$ cat src/verilog/merge_pkg.sv
package merge_pkg;

   // Key and batch geometry
   localparam int KEY_W = 32;
   localparam int BATCH_KEYS = 8;
   localparam int RUN_BATCHES = 4;
   localparam int PTR_W = 2;

   // Pipeline depth of the bitonic network
   localparam int NET_STAGES = 4;
   localparam int WAIT_W = $clog2(NET_STAGES);

   // One batch is primed, every other batch costs one network round
   localparam int MERGE_ROUNDS = 2 * RUN_BATCHES - 1;

   typedef logic [KEY_W-1:0] key_t;

   // Key 0 sits in the low word, sorted batches ascend from key 0
   typedef key_t [BATCH_KEYS-1:0] batch_t;

   // Rides beside the data through the network
   typedef struct packed {
      logic last;
      logic first;
   } net_tag_t;

   typedef enum logic {
      RUN_A,
      RUN_B
   } run_sel_t;

   typedef enum logic [2:0] {
      ST_IDLE,
      ST_PRIME,
      ST_ISSUE,
      ST_WAIT,
      ST_FLUSH,
      ST_DONE
   } merge_state_t;

endpackage

$ cat src/verilog/merge_control.sv
module merge_control
   import merge_pkg::*;
(
   input  logic     i_clk,
   input  logic     i_reset,
   input  logic     i_start,

   input  batch_t   i_head_a,
   input  batch_t   i_head_b,
   input  logic     i_empty_a,
   input  logic     i_empty_b,

   input  logic     i_net_stall,
   input  batch_t   i_net_lo,
   input  batch_t   i_net_hi,
   input  net_tag_t i_net_tag,

   output logic     o_clear,
   output logic     o_take,
   output run_sel_t o_take_run,

   output logic     o_net_stall,
   output batch_t   o_net_lo,
   output batch_t   o_net_hi,
   output net_tag_t o_net_tag,

   output logic     o_busy,
   output logic     o_out_valid,
   output batch_t   o_out_batch,
   output logic     o_done
);

   merge_state_t      state;
   batch_t            held;
   logic [PTR_W:0]    rounds_left;
   logic [WAIT_W-1:0] wait_cnt;
   logic              pick_b;
   logic              result;

   // Smaller head key wins, a tie goes to run A
   assign pick_b = i_empty_a || (!i_empty_b && (i_head_b[0] < i_head_a[0]));
   assign result = !i_net_stall;

   assign o_clear = (state == ST_IDLE) && i_start;
   assign o_take = (state == ST_PRIME) || (state == ST_ISSUE);
   assign o_take_run = pick_b ? RUN_B : RUN_A;

   // Network sees one bubble-free cycle per round
   assign o_net_stall = (state != ST_ISSUE);
   assign o_net_lo = held;
   assign o_net_hi = pick_b ? i_head_b : i_head_a;

   always_comb begin
      o_net_tag.last = (rounds_left == (PTR_W+1)'(1));
      o_net_tag.first = (rounds_left == (PTR_W+1)'(MERGE_ROUNDS));
   end

   always_ff @(posedge i_clk) begin
      if (i_reset) begin
         state <= ST_IDLE;
         rounds_left <= '0;
         wait_cnt <= '0;
         o_busy <= 1'b0;
         o_out_valid <= 1'b0;
         o_done <= 1'b0;
      end else begin
         o_out_valid <= 1'b0;
         o_done <= 1'b0;
         case (state)
            ST_IDLE: begin
               if (i_start) begin
                  o_busy <= 1'b1;
                  state <= ST_PRIME;
               end
            end
            ST_PRIME: begin
               rounds_left <= (PTR_W+1)'(MERGE_ROUNDS);
               state <= ST_ISSUE;
            end
            ST_ISSUE: begin
               rounds_left <= rounds_left - 1'b1;
               wait_cnt <= '0;
               state <= ST_WAIT;
            end
            ST_WAIT: begin
               wait_cnt <= wait_cnt + 1'b1;
               if (result) begin
                  o_out_valid <= 1'b1;
                  state <= i_net_tag.last ? ST_FLUSH : ST_ISSUE;
               end
            end
            ST_FLUSH: begin
               o_out_valid <= 1'b1;
               state <= ST_DONE;
            end
            ST_DONE: begin
               o_done <= 1'b1;
               o_busy <= 1'b0;
               state <= ST_IDLE;
            end
            default: state <= ST_IDLE;
         endcase
      end
   end

   // Held batch keeps the upper half between rounds
   always_ff @(posedge i_clk) begin
      if (state == ST_PRIME) begin
         held <= pick_b ? i_head_b : i_head_a;
      end else if (result) begin
         held <= i_net_hi;
      end
      if (result) begin
         o_out_batch <= i_net_lo;
      end else if (state == ST_FLUSH) begin
         o_out_batch <= held;
      end
   end

   a_result_in_wait: assert property (
      @(posedge i_clk) disable iff (i_reset)
      result |-> (state == ST_WAIT) && (wait_cnt == WAIT_W'(NET_STAGES - 1))
   ) else $error("merge_control: network result outside its wait slot");

   a_first_round: assert property (
      @(posedge i_clk) disable iff (i_reset)
      result && i_net_tag.first |-> rounds_left == (PTR_W+1)'(MERGE_ROUNDS - 1)
   ) else $error("merge_control: first tag on a later round");

endmodule

$ cat config.mk
export PLATFORM = sky130hd
export DESIGN_NAME = merge_control
export DESIGN_NICKNAME = d
export VERILOG_FILES = /design/src/verilog/merge_pkg.sv /design/src/verilog/merge_control.sv
export SDC_FILE = /design/constraint.sdc
export NUM_CORES = 1
export LEC_CHECK = 0
export BUFFER_PORTS_ARGS = -buffer_cell sky130_fd_sc_hd__buf_2
export CORE_AREA = 2 2 702 704
export CTS_CLUSTER_SIZE = 40
export DETAILED_ROUTE_END_ITERATION = 7
export DIE_AREA = 0 0 704 706
export GPL_ROUTABILITY_DRIVEN = 1
export HOLD_SLACK_MARGIN = 0.02
export MAX_ROUTING_LAYER = met4
export PLACE_DENSITY = 0.3
export SYNTH_ARGS = -nofsm -noshare
export SYNTH_HDL_FRONTEND = slang
export SYNTH_SLANG_ARGS = --single-unit
$ cat constraint.sdc
create_clock -name i_clk -period 10.6 [get_ports i_clk]
set_input_delay 1.59 -clock i_clk [delete_from_list [all_inputs] [get_ports i_clk]]
set_output_delay 1.59 -clock i_clk [all_outputs]
set_load 0.05 [all_outputs]
# [Yosys cells after proc, flatten, opt, wreduce, memory -nomap -nowiden]
# Index checks and enable logic that the tools add are counted.
[totals] register_bits=521 inputBits=1032 out_inout_bits=777
[op_classes] addsub=1 order_cmp=1 n_eq_ne=12 muxes=16 reduce_logical=10
[op_table] cell="$mux W256" n=5
[op_table] cell="$lt A32 B32 Y1" n=1
[op_table] cell="$pmux W3 S5" n=1
[op_table] cell="$eq A3 B3 Y1 const B" n=3
[op_table] cell="$mux W3" n=3
[op_table] cell="$eq A3 B1 Y1 const B" n=2
[op_table] cell="$eq A3 B2 Y1 const B" n=2
[op_table] cell="$pmux W3 S2" n=1
[op_table] cell="$mux W1" n=4
[op_table] cell="$ne A2 B1 Y1 const B" n=2
[op_table] cell="$ne A2 B2 Y1 const B" n=2
[op_table] cell="$pmux W1 S2" n=2
[op_table] cell="$reduce_and A2 Y1" n=2
[op_table] cell="$reduce_bool A2 Y1" n=2
[op_table] cell="$logic_not A3 Y1" n=1
[op_table] cell="$ne A3 B2 Y1 const B" n=1
[op_table] cell="$sub A3 B1 Y3 const B" n=1
[op_table] cell="$logic_and A1 B1 Y1" n=2
[op_table] cell="$logic_or A1 B1 Y1" n=2
[op_table] cell="$logic_not A1 Y1" n=1

# [Depth between registers and ports, before layout]
# Gate-level depths: netlist (run 1).
[logic_depth] depth_word=5 depth_mapped=10 mapped_depth_nobuf=8

# [Least setup slack after synthesis (run 1)]
# No wires, ideal clock.
[synth_timing] path_kind="in2reg" startpoint="input i_net_stall" endpoint="register held (netlist bit o_net_lo[0]) (enable)" setup_time_ns=1.965 arrival_ns=6.629 path_slack_ns=2.006 path_stages=4 cell_sequence="clkbuf_1 clkbuf_1 clkbuf_1 nand2_1"
[synth_between] elab_chain_cells=1
[synth_rtl] element="start, declared" line_no="merge_control.sv:13" text="input logic i_net_stall,"
[synth_rtl] element="$ne A2 B1 Y1 (no line)"
[synth_rtl] element="end signal, assigned" line_no="merge_control.sv:109" text="held <= pick_b ? i_head_b : i_head_a;"
[synth_rtl] element="end signal, assigned" line_no="merge_control.sv:111" text="held <= i_net_hi;"
[synth_rtl] element="end, declared" line_no="merge_control.sv:34" text="batch_t held;"
# No other way between the ends.
# A chain may end at the register's enable or synchronous reset.

==> results_dict.tcl, run 1 <==
set metrics [dict create \
    stdcell_count 10900 \
    reg2reg_slack_ns 6.97 \
    fin_crit_ns 8.18 \
    firstDrtPassIters 7 \
    endpoint_kind "output pin" \
    r2r_cells 6 \
    synth_seq_area_share_pct 56.1 \
    grt_usage_pct 15.1 \
    root_buffer "clkbuf_16" \
    drive_gt1_share_pct 58.5 \
    syn_nets 3483 \
    fp.dieH_um 706 \
    crit_type "in2out" \
    power.density_nw_per_um2 190 \
    finalWirelength_um 380000 \
    grt_max_degree 149 \
    synthDistinctLibCells 44 \
    synth_largest_type_area_fraction_pct 55.5 \
    status "finished clean" \
    clkTransAtPathRegs_ns 0.06 \
    nNetsFinal 5247 \
    drv_cap 0 \
    whs_ns 0.535 \
    place_ws_ns 2.18 \
    cpMaxStageDelayCell "a41oi_4" \
    die-area_um2 497000 \
    finClkSkew_ns 0.0672 \
    cpPeakStageDelay_ns 1.04 \
    cts_setup_buffers 0 \
    cp_max_fo 46 \
    area_growth_pct 72.9 \
    coreArea_um2 489000 \
    rsz0062_at_grt "no" \
    place.gp.congestion 0.963 \
    worst_setup_path_start_kind "input pin" \
    vias_per_cell 2.86 \
    wl_per_cell_um 34.8 \
    crit-reg2reg-launch "state[0]$_SDFFE_PP0P_" \
    rows 257 \
    setup_tns_ns 0 \
    antenna_left 0 \
    dieWidth_um 704 \
    hold_path_class "reg2reg" \
    port_buffers 1807 \
    pin_count 1809 \
    timing.rr.end "o_net_lo[77]$_DFFE_PP_" \
    synth_cells 2417 \
    finalSetupViolCount 0 \
    avgSynthCellArea_um2 11.5 \
    clock_latency_ns 0.86 \
    clockBufferDepth 4 \
    nFillCells 56900 \
    cts_hold_buf 0 \
    final.period_utilization_pct 77.2 \
    yosysWarnings 0 \
    drt-initial-drc-count 2579 \
    arrival_ns 6.59 \
    crit_required_ns 9.01 \
    yosys.area.top_type "edfxtp_1" \
    synth_area_leaders "edfxtp_1, mux2_2, o21ai_2" \
    htreeDepth 3 \
    ys_ff_latch 521 \
    cp_num_buf_inv 5 \
    relSlewSlack_pct 19.2 \
    cts.sinks 521 \
    first_global_vias 30900 \
    grt_pass1_wl_um 453000 \
    cts-buffers-inserted 90 \
    start_util_pct 5.67 \
    cts_resized 0 \
    peakVddDrop_uv 103 \
    antenna_found_initial 352 \
    whs_endpoint "o_busy$_SDFFE_PP0P_" \
    synth_area_um2 27700 \
    drc 0 \
    num_vias 31300 \
    hp-start "o_busy$_SDFFE_PP0P_" \
    hpwlAfterDp_um 334000 \
    leakage_uw 0.0187 \
    hold_viol 0 \
    path_cells "buf_2, inv_1, ha_1, nand2_1, o21ai_1, nand2b_1, a41oi_4, buf_12, buf_12, o21ai_2, nand2_1, buf_2" \
    dp_cells 10600 \
    cts_tree "done" \
    synthFlopType "edfxtp_1" \
    slew_viol_final 0 \
    cp_top_family "compound AO/OA/AOI/OAI gates" \
    grt-ovfl-total 0 \
    fin_ws_ns 2.42 \
    async_flop_share_pct 0 \
    fmax_mhz 122 \
    power.total_uw 9080 \
    min_path_cells 2 \
    synth_edf_count 512 \
    worstMarginPinSlew_ns 1.21 \
]
[worst max path at each step]
stage | from | to | slack (ns) | cells after the start
finish | i_head_a[27] | o_net_hi[185] | 2.42 | 12
global route | i_head_a[27] | o_net_hi[185] | 2.26 | 12
CTS | i_head_a[27] | o_net_hi[209] | 2.18 | 12
detailed placement | i_head_a[27] | o_net_hi[209] | 2.18 | 12
global placement | i_head_a[27] | o_net_hi[209] | 2.18 | 12
floorplan | i_net_stall | o_net_lo[0]$_DFFE_PP_ | 2.01 | 4
[cells in the final DEF (no fill, tap or decap), drive strengths merged, types with 2 or more instances in the layout]
master and instances:
nor2 268, nor3b 2, clkinv 34, nor4 2, clkinvlp 6, ha 34
a31oi 257, nand2 275, a2111oi 2, a21oi 19, edfxtp 512, nand4 3
and2 2, clkbuf 102, nor2b 4, a211oi 3, nand2b 3, o21ai 264
dfxtp 9, nor3 2, bufinv 15, mux2 256, diode 211, nand3 256
inv 36, buf 1873
[cell type report]
cell class                 count  area, µm²  area share, %
tap                         6475       8100           16.9
inverter                      34        128          0.266
clock buffer                 102       2300           4.79
sequential                   521      15600           32.5
antenna                      211        528           1.10
timing repair buffer        1873       9790           20.4
multi-input combinational   1661      10800           22.5
clock inverter                57        727           1.52
[worst register-to-register path, delay by kind of cell, from the launching register on]
kind | cells | cell delay, ns
flops | 1 | 0.41
simple gates | 3 | 0.77
compound gates | 1 | 0.70
buf+inv | 2 | 1.46
[where the power goes]
group / internal (µW) / leakage, µW / switching (µW)
Clock: 1920 / 0.00146 / 1320
Sequential: 2550 / 0.00510 / 264
Combinational: 595 / 0.0121 / 2430
Total: 5060 / 0.0187 / 4020
[state kept, by name, summed over array words and instances (netlist names)]
signal,flops
o_out_valid,1
o_out_batch,256
rounds_left,3
state,3
o_busy,1
o_done,1
o_net_lo,256
[Yosys cell counts (2+ instances only)]
library cell and n:
edfxtp_1 512, o21ai_1 19, and2_1 2, nor2b_1 4, a21oi_1 19, nand2_1 274, nor2_1 268, dfxtp_1 9
o21ai_0 35, clkbuf_1 92, inv_1 34, clkbuf_4 20, nor3_1 2, a31oi_1 256, a2111oi_0 2, nand2b_1 3
buf_12 22, clkbuf_2 2, mux2_2 256, nor3b_1 2, a211oi_1 2, buf_2 50, o21ai_2 210, ha_1 34
buf_1 10, nand4_1 2, buf_6 4, nand3_1 256
[metal layers]
metal,vias to the layer above,routed length [µm],global-route usage (%)
met1,15700,156000,17.4
met4,0,11500,3.54
met3,564,42900,7.44
met5,-,0,-
met2,2067,170000,23.4
li1,12900,-,-
[kinds of logic (layout without fill, tap and decap cells)]
| logic type | after synthesis | count (layout) | synth area share [%] |
|---|---|---|---|
| simple gates | 819 | 819 | 12.6 |
| compound gates | 551 | 551 | 14.3 |
| flops | 521 | 521 | 56.1 |
| mux | 256 | 256 | 10.4 |
| buf+inv | 235 | 2066 | 5.10 |
| fa+ha+maj | 34 | 34 | 1.53 |
| xor+xnor | 1 | 1 | 0.0316 |
| other cells | 0 | 211 | 0 |
[metrics by stage]
step | utilization (%) | instance area (µm²)
2_1_floorplan | - | 27700
3_3_place_gp | 9.07 | 44400
3_5_place_dp | 9.07 | 44400
4_1_cts | 9.69 | 47400
5_1_grt | 9.79 | 47900
6_report | 9.80 | 47900
Power figures use the tool's default switching activity.
==> run 2, diff against run 1 <==
CORE_AREA = 2 2 711 713   (was 2 2 702 704)
DIE_AREA = 0 0 713 715   (was 0 0 704 706)
clock period = 7.4 ns   (was 10.6 ns; I/O delays follow)
==> run 2 against run 1 <==
Compared with the run above:
- global-route usage fell by 0.34 points
- cell count is 2.1% higher
- count of clock-buffer cells in the layout rose by 6
- sequential share of layout area is 0.48 points lower
- via count down 0.43%
- total power is 42% higher
- critical path depth did not move
- worst setup slack worse by 1.0 ns
- worst hold slack lost 0.018 ns
- clock skew is 0.0049 ns higher
- sequential power rose by 42%
- clock power up 38%
- largest cell class unchanged
- highest routed layer unchanged
==> results_dict.tcl, run 2 (synthesized netlist as in run 1, its figures left out) <==
set metrics [dict create \
    grt-ovfl-total 0 \
    num_vias 31100 \
    drc 0 \
    final_cell_mix "buf_2, edfxtp_1, nand2_1" \
    pwr-share-clk_pct 34.7 \
    cp_top_family "compound AO/OA/AOI/OAI gates" \
    arrival_ns 4.90 \
    final_util_pct 9.67 \
    worstMarginPinSlew_ns 1.23 \
    cts_tree "done" \
    intPower_uw 7180 \
    hold_path_class "reg2reg" \
    cpPeakStageDelay_ns 0.91 \
    antenna_left 0 \
    drv_cap 0 \
    cp_max_fo 29 \
    cpMaxStageDelayCell "o21ai_0" \
    combPwrFrac_pct 34.4 \
    clock_latency_ns 0.85 \
    power.density_nw_per_um2 265 \
    nNetsFinal 5287 \
    antenna_found_initial 279 \
    clkTransAtPathRegs_ns 0.05 \
    sw_frac_of_total_pct 44.3 \
    grt_usage_pct 14.7 \
    status "finished clean" \
    firstDrtPassIters 5 \
    hp-start "o_busy$_SDFFE_PP0P_" \
    cts_hold_buf 0 \
    grt_max_degree 123 \
    dieWidth_um 713 \
    htreeDepth 3 \
    final_common_cell "buf_2" \
    grt_pass1_wl_um 453000 \
    vias_per_cell 2.79 \
    cts-buffers-inserted 92 \
    peakVddDrop_uv 165 \
    crit_required_ns 6.29 \
    rows 261 \
    coreArea_um2 503000 \
    place.gp.congestion 0.968 \
    finalWirelength_um 381000 \
    cts_setup_buffers 0 \
    final_area_um2 48600 \
    seq_power_share_pct 30.9 \
    critPathLaunch "i_head_a[21]" \
    fin_ws_ns 1.39 \
    cts_resized 0 \
    fin_crit_ns 6.01 \
    wl_per_cell_um 34.1 \
    finalSetupViolCount 0 \
    rsz0062_at_grt "no" \
    hold_viol 0 \
    place_ws_ns 1.24 \
    first_global_vias 30900 \
    start_util_pct 5.51 \
    die-area_um2 510000 \
    crit-reg2reg-launch "state[0]$_SDFFE_PP0P_" \
    cp_num_buf_inv 5 \
    endpoint_kind "output pin" \
    drive_gt1_share_pct 58.8 \
    path_cells "buf_2, inv_1, ha_1, a21oi_1, o21ai_0, a211oi_2, a41oi_4, buf_12, o21ai_0, nand2_1, buf_4, buf_2" \
    port_buffers 1807 \
    final.period_utilization_pct 81.2 \
    cts.sinks 521 \
    crit_type "in2out" \
    fp.dieH_um 715 \
    pin_count 1809 \
    slew_viol_final 0 \
    root_buffer "clkbuf_16" \
    finClkSkew_ns 0.0721 \
    worst_setup_path_start_kind "input pin" \
    leakage_uw 0.0189 \
    fmax_mhz 166 \
    area_growth_pct 75.5 \
    clockBufferDepth 4 \
    drt-initial-drc-count 2387 \
    place_area_um2 45300 \
    relSlewSlack_pct 17.8 \
    power.switching_uw 5710 \
    hpwlAfterDp_um 338000 \
]
## run 2: final cells by class
cell class / count / area, µm²
fillers: 58600 / 454000
flip-flops and latches: 521 / 15600
multi-input cells: 1661 / 10800
repair buffers: 1911 / 10400
well taps: 6706 / 8390
clock buffers: 108 / 2380
clock inverters: 44 / 510
diodes: 182 / 455
inverters: 34 / 128
## run 2: metal layers
layer  vias to the layer above  GRT usage (%)  wire [µm]  part of all wire [%]
met2                      1987           22.7     169000                    44
met3                       509           6.33      42300                    11
met1                     15700           17.5     157000                    41
met5                         -              -          0                     0
met4                         0           3.92      12500                   3.3
li1                      12900              -          -                     -
## run 2: worst paths after layout
path	slack, ns	cells past startpoint	end
worst max-delay path	1.39	12	o_net_hi[1]
worst min-delay path	0.52	2	o_busy$_SDFFE_PP0P_
worst max register to register	3.61	6	o_net_lo[115]$_DFFE_PP_
worst min register to register	0.52	2	o_busy$_SDFFE_PP0P_
## run 2: worst register-to-register path: stages, from the launching register on
cell	delay [ns]
dfxtp_1	0.39
nor2b_1	0.27
nor2b_4	0.99
buf_12	0.39
buf_4	0.67
nor2_1	0.11
a31oi_1	0.69
## run 2: per-stage QoR
| stage | std cells | power (µW) | hold slack, ns | setup TNS (ns) |
|---|---|---|---|---|
| final | 11200 | 12900 | 0.517 | 0 |
| after global routing | 11100 | 13400 | 0.504 | 0 |
| after floorplan | 2417 | 6200 | 0.493 | -364.53 |
| after CTS | 11000 | 13300 | 0.456 | 0 |
| after global placement | 10800 | 8630 | 0.516 | 0 |
| after detailed placement | 10800 | 8600 | 0.510 | 0 |
## run 2: power by group through the flow
stage                     clock, µW  combinational, µW  sequential [µW]
final                          4480               4430             3990
after global routing           4770               4640             4020
after CTS                      4740               4560             4010
after detailed placement          0               4540             4060
after global placement            0               4570             4060
after floorplan                   0               1330             4870
==> run 3, diff against run 2 <==
clock period = 5 ns   (was 7.4 ns; I/O delays follow)
==> run 3 against run 2 <==
Compared with the run above:
- utilization increased by 1.0 points
- cell count increased by 1.8%
- die area is the same
- total power grew 53%
- worst setup slack worse by 1.2 ns
- non-clock buffer count increased by 238
- global-route usage is 0.17 points lower
==> results_dict.tcl, run 3 (synthesized netlist as in run 1, its figures left out) <==
set metrics [dict create \
    pin_count 1809 \
    die-area_um2 510000 \
    nNetsFinal 5522 \
    drive_gt1_share_pct 61.0 \
    fin_crit_ns 4.81 \
    path_cells "buf_2, inv_1, ha_1, a21oi_1, o21ai_0, buf_4, a211oi_2, a41o_4, buf_12, buf_12, nand3_1, nand2_1, buf_12, buf_12" \
    cts.sinks 521 \
    cpMostUsedCell "buf_12" \
    rsz0062_at_grt "no" \
    endpoint_kind "output pin" \
    clkTransAtPathRegs_ns 0.06 \
    cpPeakStageDelay_ns 0.39 \
    antenna_found_initial 273 \
    final_util_pct 10.7 \
    whs_ns 0.207 \
    leakage_uw 0.0212 \
    worstMarginPinSlew_ns 0.935 \
    cts_setup_buffers 0 \
    drt-initial-drc-count 2379 \
    vias_per_cell 2.80 \
    coreArea_um2 503000 \
    final_cell_mix "buf_2, edfxtp_1, buf_12" \
    grt-ovfl-total 0 \
    cp_max_fo 28 \
    fmax_mhz 208 \
    cpMaxStageDelayCell "a21oi_1" \
    clockBufferDepth 4 \
    drv_cap 0 \
    fp.dieH_um 715 \
    finalSetupViolCount 0 \
    cts_tree "done" \
    crit_type "in2out" \
    crit_required_ns 4.25 \
    cts_hold_buf 0 \
    antenna_left 0 \
    final_area_um2 53700 \
    drc 0 \
    cts_resized 0 \
    hold_path_class "in2reg" \
    root_buffer "clkbuf_16" \
    first_global_vias 32200 \
    relSlewSlack_pct 37.7 \
    peakVddDrop_uv 254 \
    status "finished clean" \
    port_buffers 1807 \
    worst_setup_path_start_kind "input pin" \
    power.density_nw_per_um2 367 \
    cts-buffers-inserted 89 \
    place_area_um2 50500 \
    grt_pass1_wl_um 450000 \
    hold_viol 0 \
    start_util_pct 5.51 \
    slew_viol_final 0 \
    grt_usage_pct 14.6 \
    place.gp.congestion 0.972 \
    wl_per_cell_um 33.2 \
    finClkSkew_ns 0.0617 \
    firstDrtPassIters 5 \
    hpwlAfterDp_um 334000 \
    rows 261 \
    grt_max_degree 86 \
    final.period_utilization_pct 96.1 \
    num_vias 31900 \
    dieWidth_um 713 \
    htreeDepth 3 \
    final_common_cell "buf_2" \
    area_growth_pct 93.6 \
    clock_latency_ns 0.85 \
    arrival_ns 4.06 \
    finalWirelength_um 377000 \
]
-- run 3: changes by cell type in the layout (fill, tap and decap cells not counted), sizes merged --
cell	before	now
buf	1911	2149
diode	182	143
clkinv	26	42
clkbuf	108	98
bufinv	10	8
inv	37	39
-- run 3: cell type report --
cell class | count | area, µm²
inverters | 34 | 128
repair buffers | 2149 | 15600
clock inverters | 60 | 583
flip-flops and latches | 521 | 15600
diodes | 143 | 358
multi-input cells | 1661 | 10800
well taps | 6706 | 8390
clock buffers | 98 | 2260
fillers | 58300 | 449000
-- run 3: per-stage QoR --
stage               instances  setup TNS (ns)  worst slack (ns)  total power (µW)
floorplan                2417          -90.42            -0.177              9140
global placement        11100               0            0.0298             13600
detailed placement      11100               0            0.0435             13500
CTS                     11200               0            0.0306             20300
global route            11400               0            0.0122             20500
finish                  11400               0             0.193             19700
-- run 3: power by group --
| part | total (µW) | internal, µW | switching [µW] |
|---|---|---|---|
| Clock | 6410 | 3680 | 2730 |
| Combinational | 7380 | 2060 | 5320 |
| Sequential | 5910 | 5400 | 512 |
-- run 3: per-layer routing --
metal,track usage [%],share of wire (%),up-vias
li1,-,-,13400
met1,17.6,41,16100
met2,23.1,46,1959
met3,5.37,10,477
met4,3.31,2.9,0
met5,-,0,-
-- run 3: critical path: cells and delay by family --
kind / cells / cell delay, ns
buf+inv: 7 / 1.03
fa+ha+maj: 1 / 0.38
compound gates: 4 / 1.22
simple gates: 2 / 0.44
-- run 3: final timing paths --
kind,from,end,slack [ns],cells after the start
min reg2reg,rounds_left[0]$_SDFFE_PP0P_,rounds_left[0]$_SDFFE_PP0P_,0.54,1
min,i_net_lo[244],o_out_batch[244]$_DFFE_PP_,0.21,2
max,i_head_a[23],o_net_hi[181],0.19,14
max reg2reg,state[0]$_SDFFE_PP0P_,o_net_lo[196]$_DFFE_PP_,1.94,6
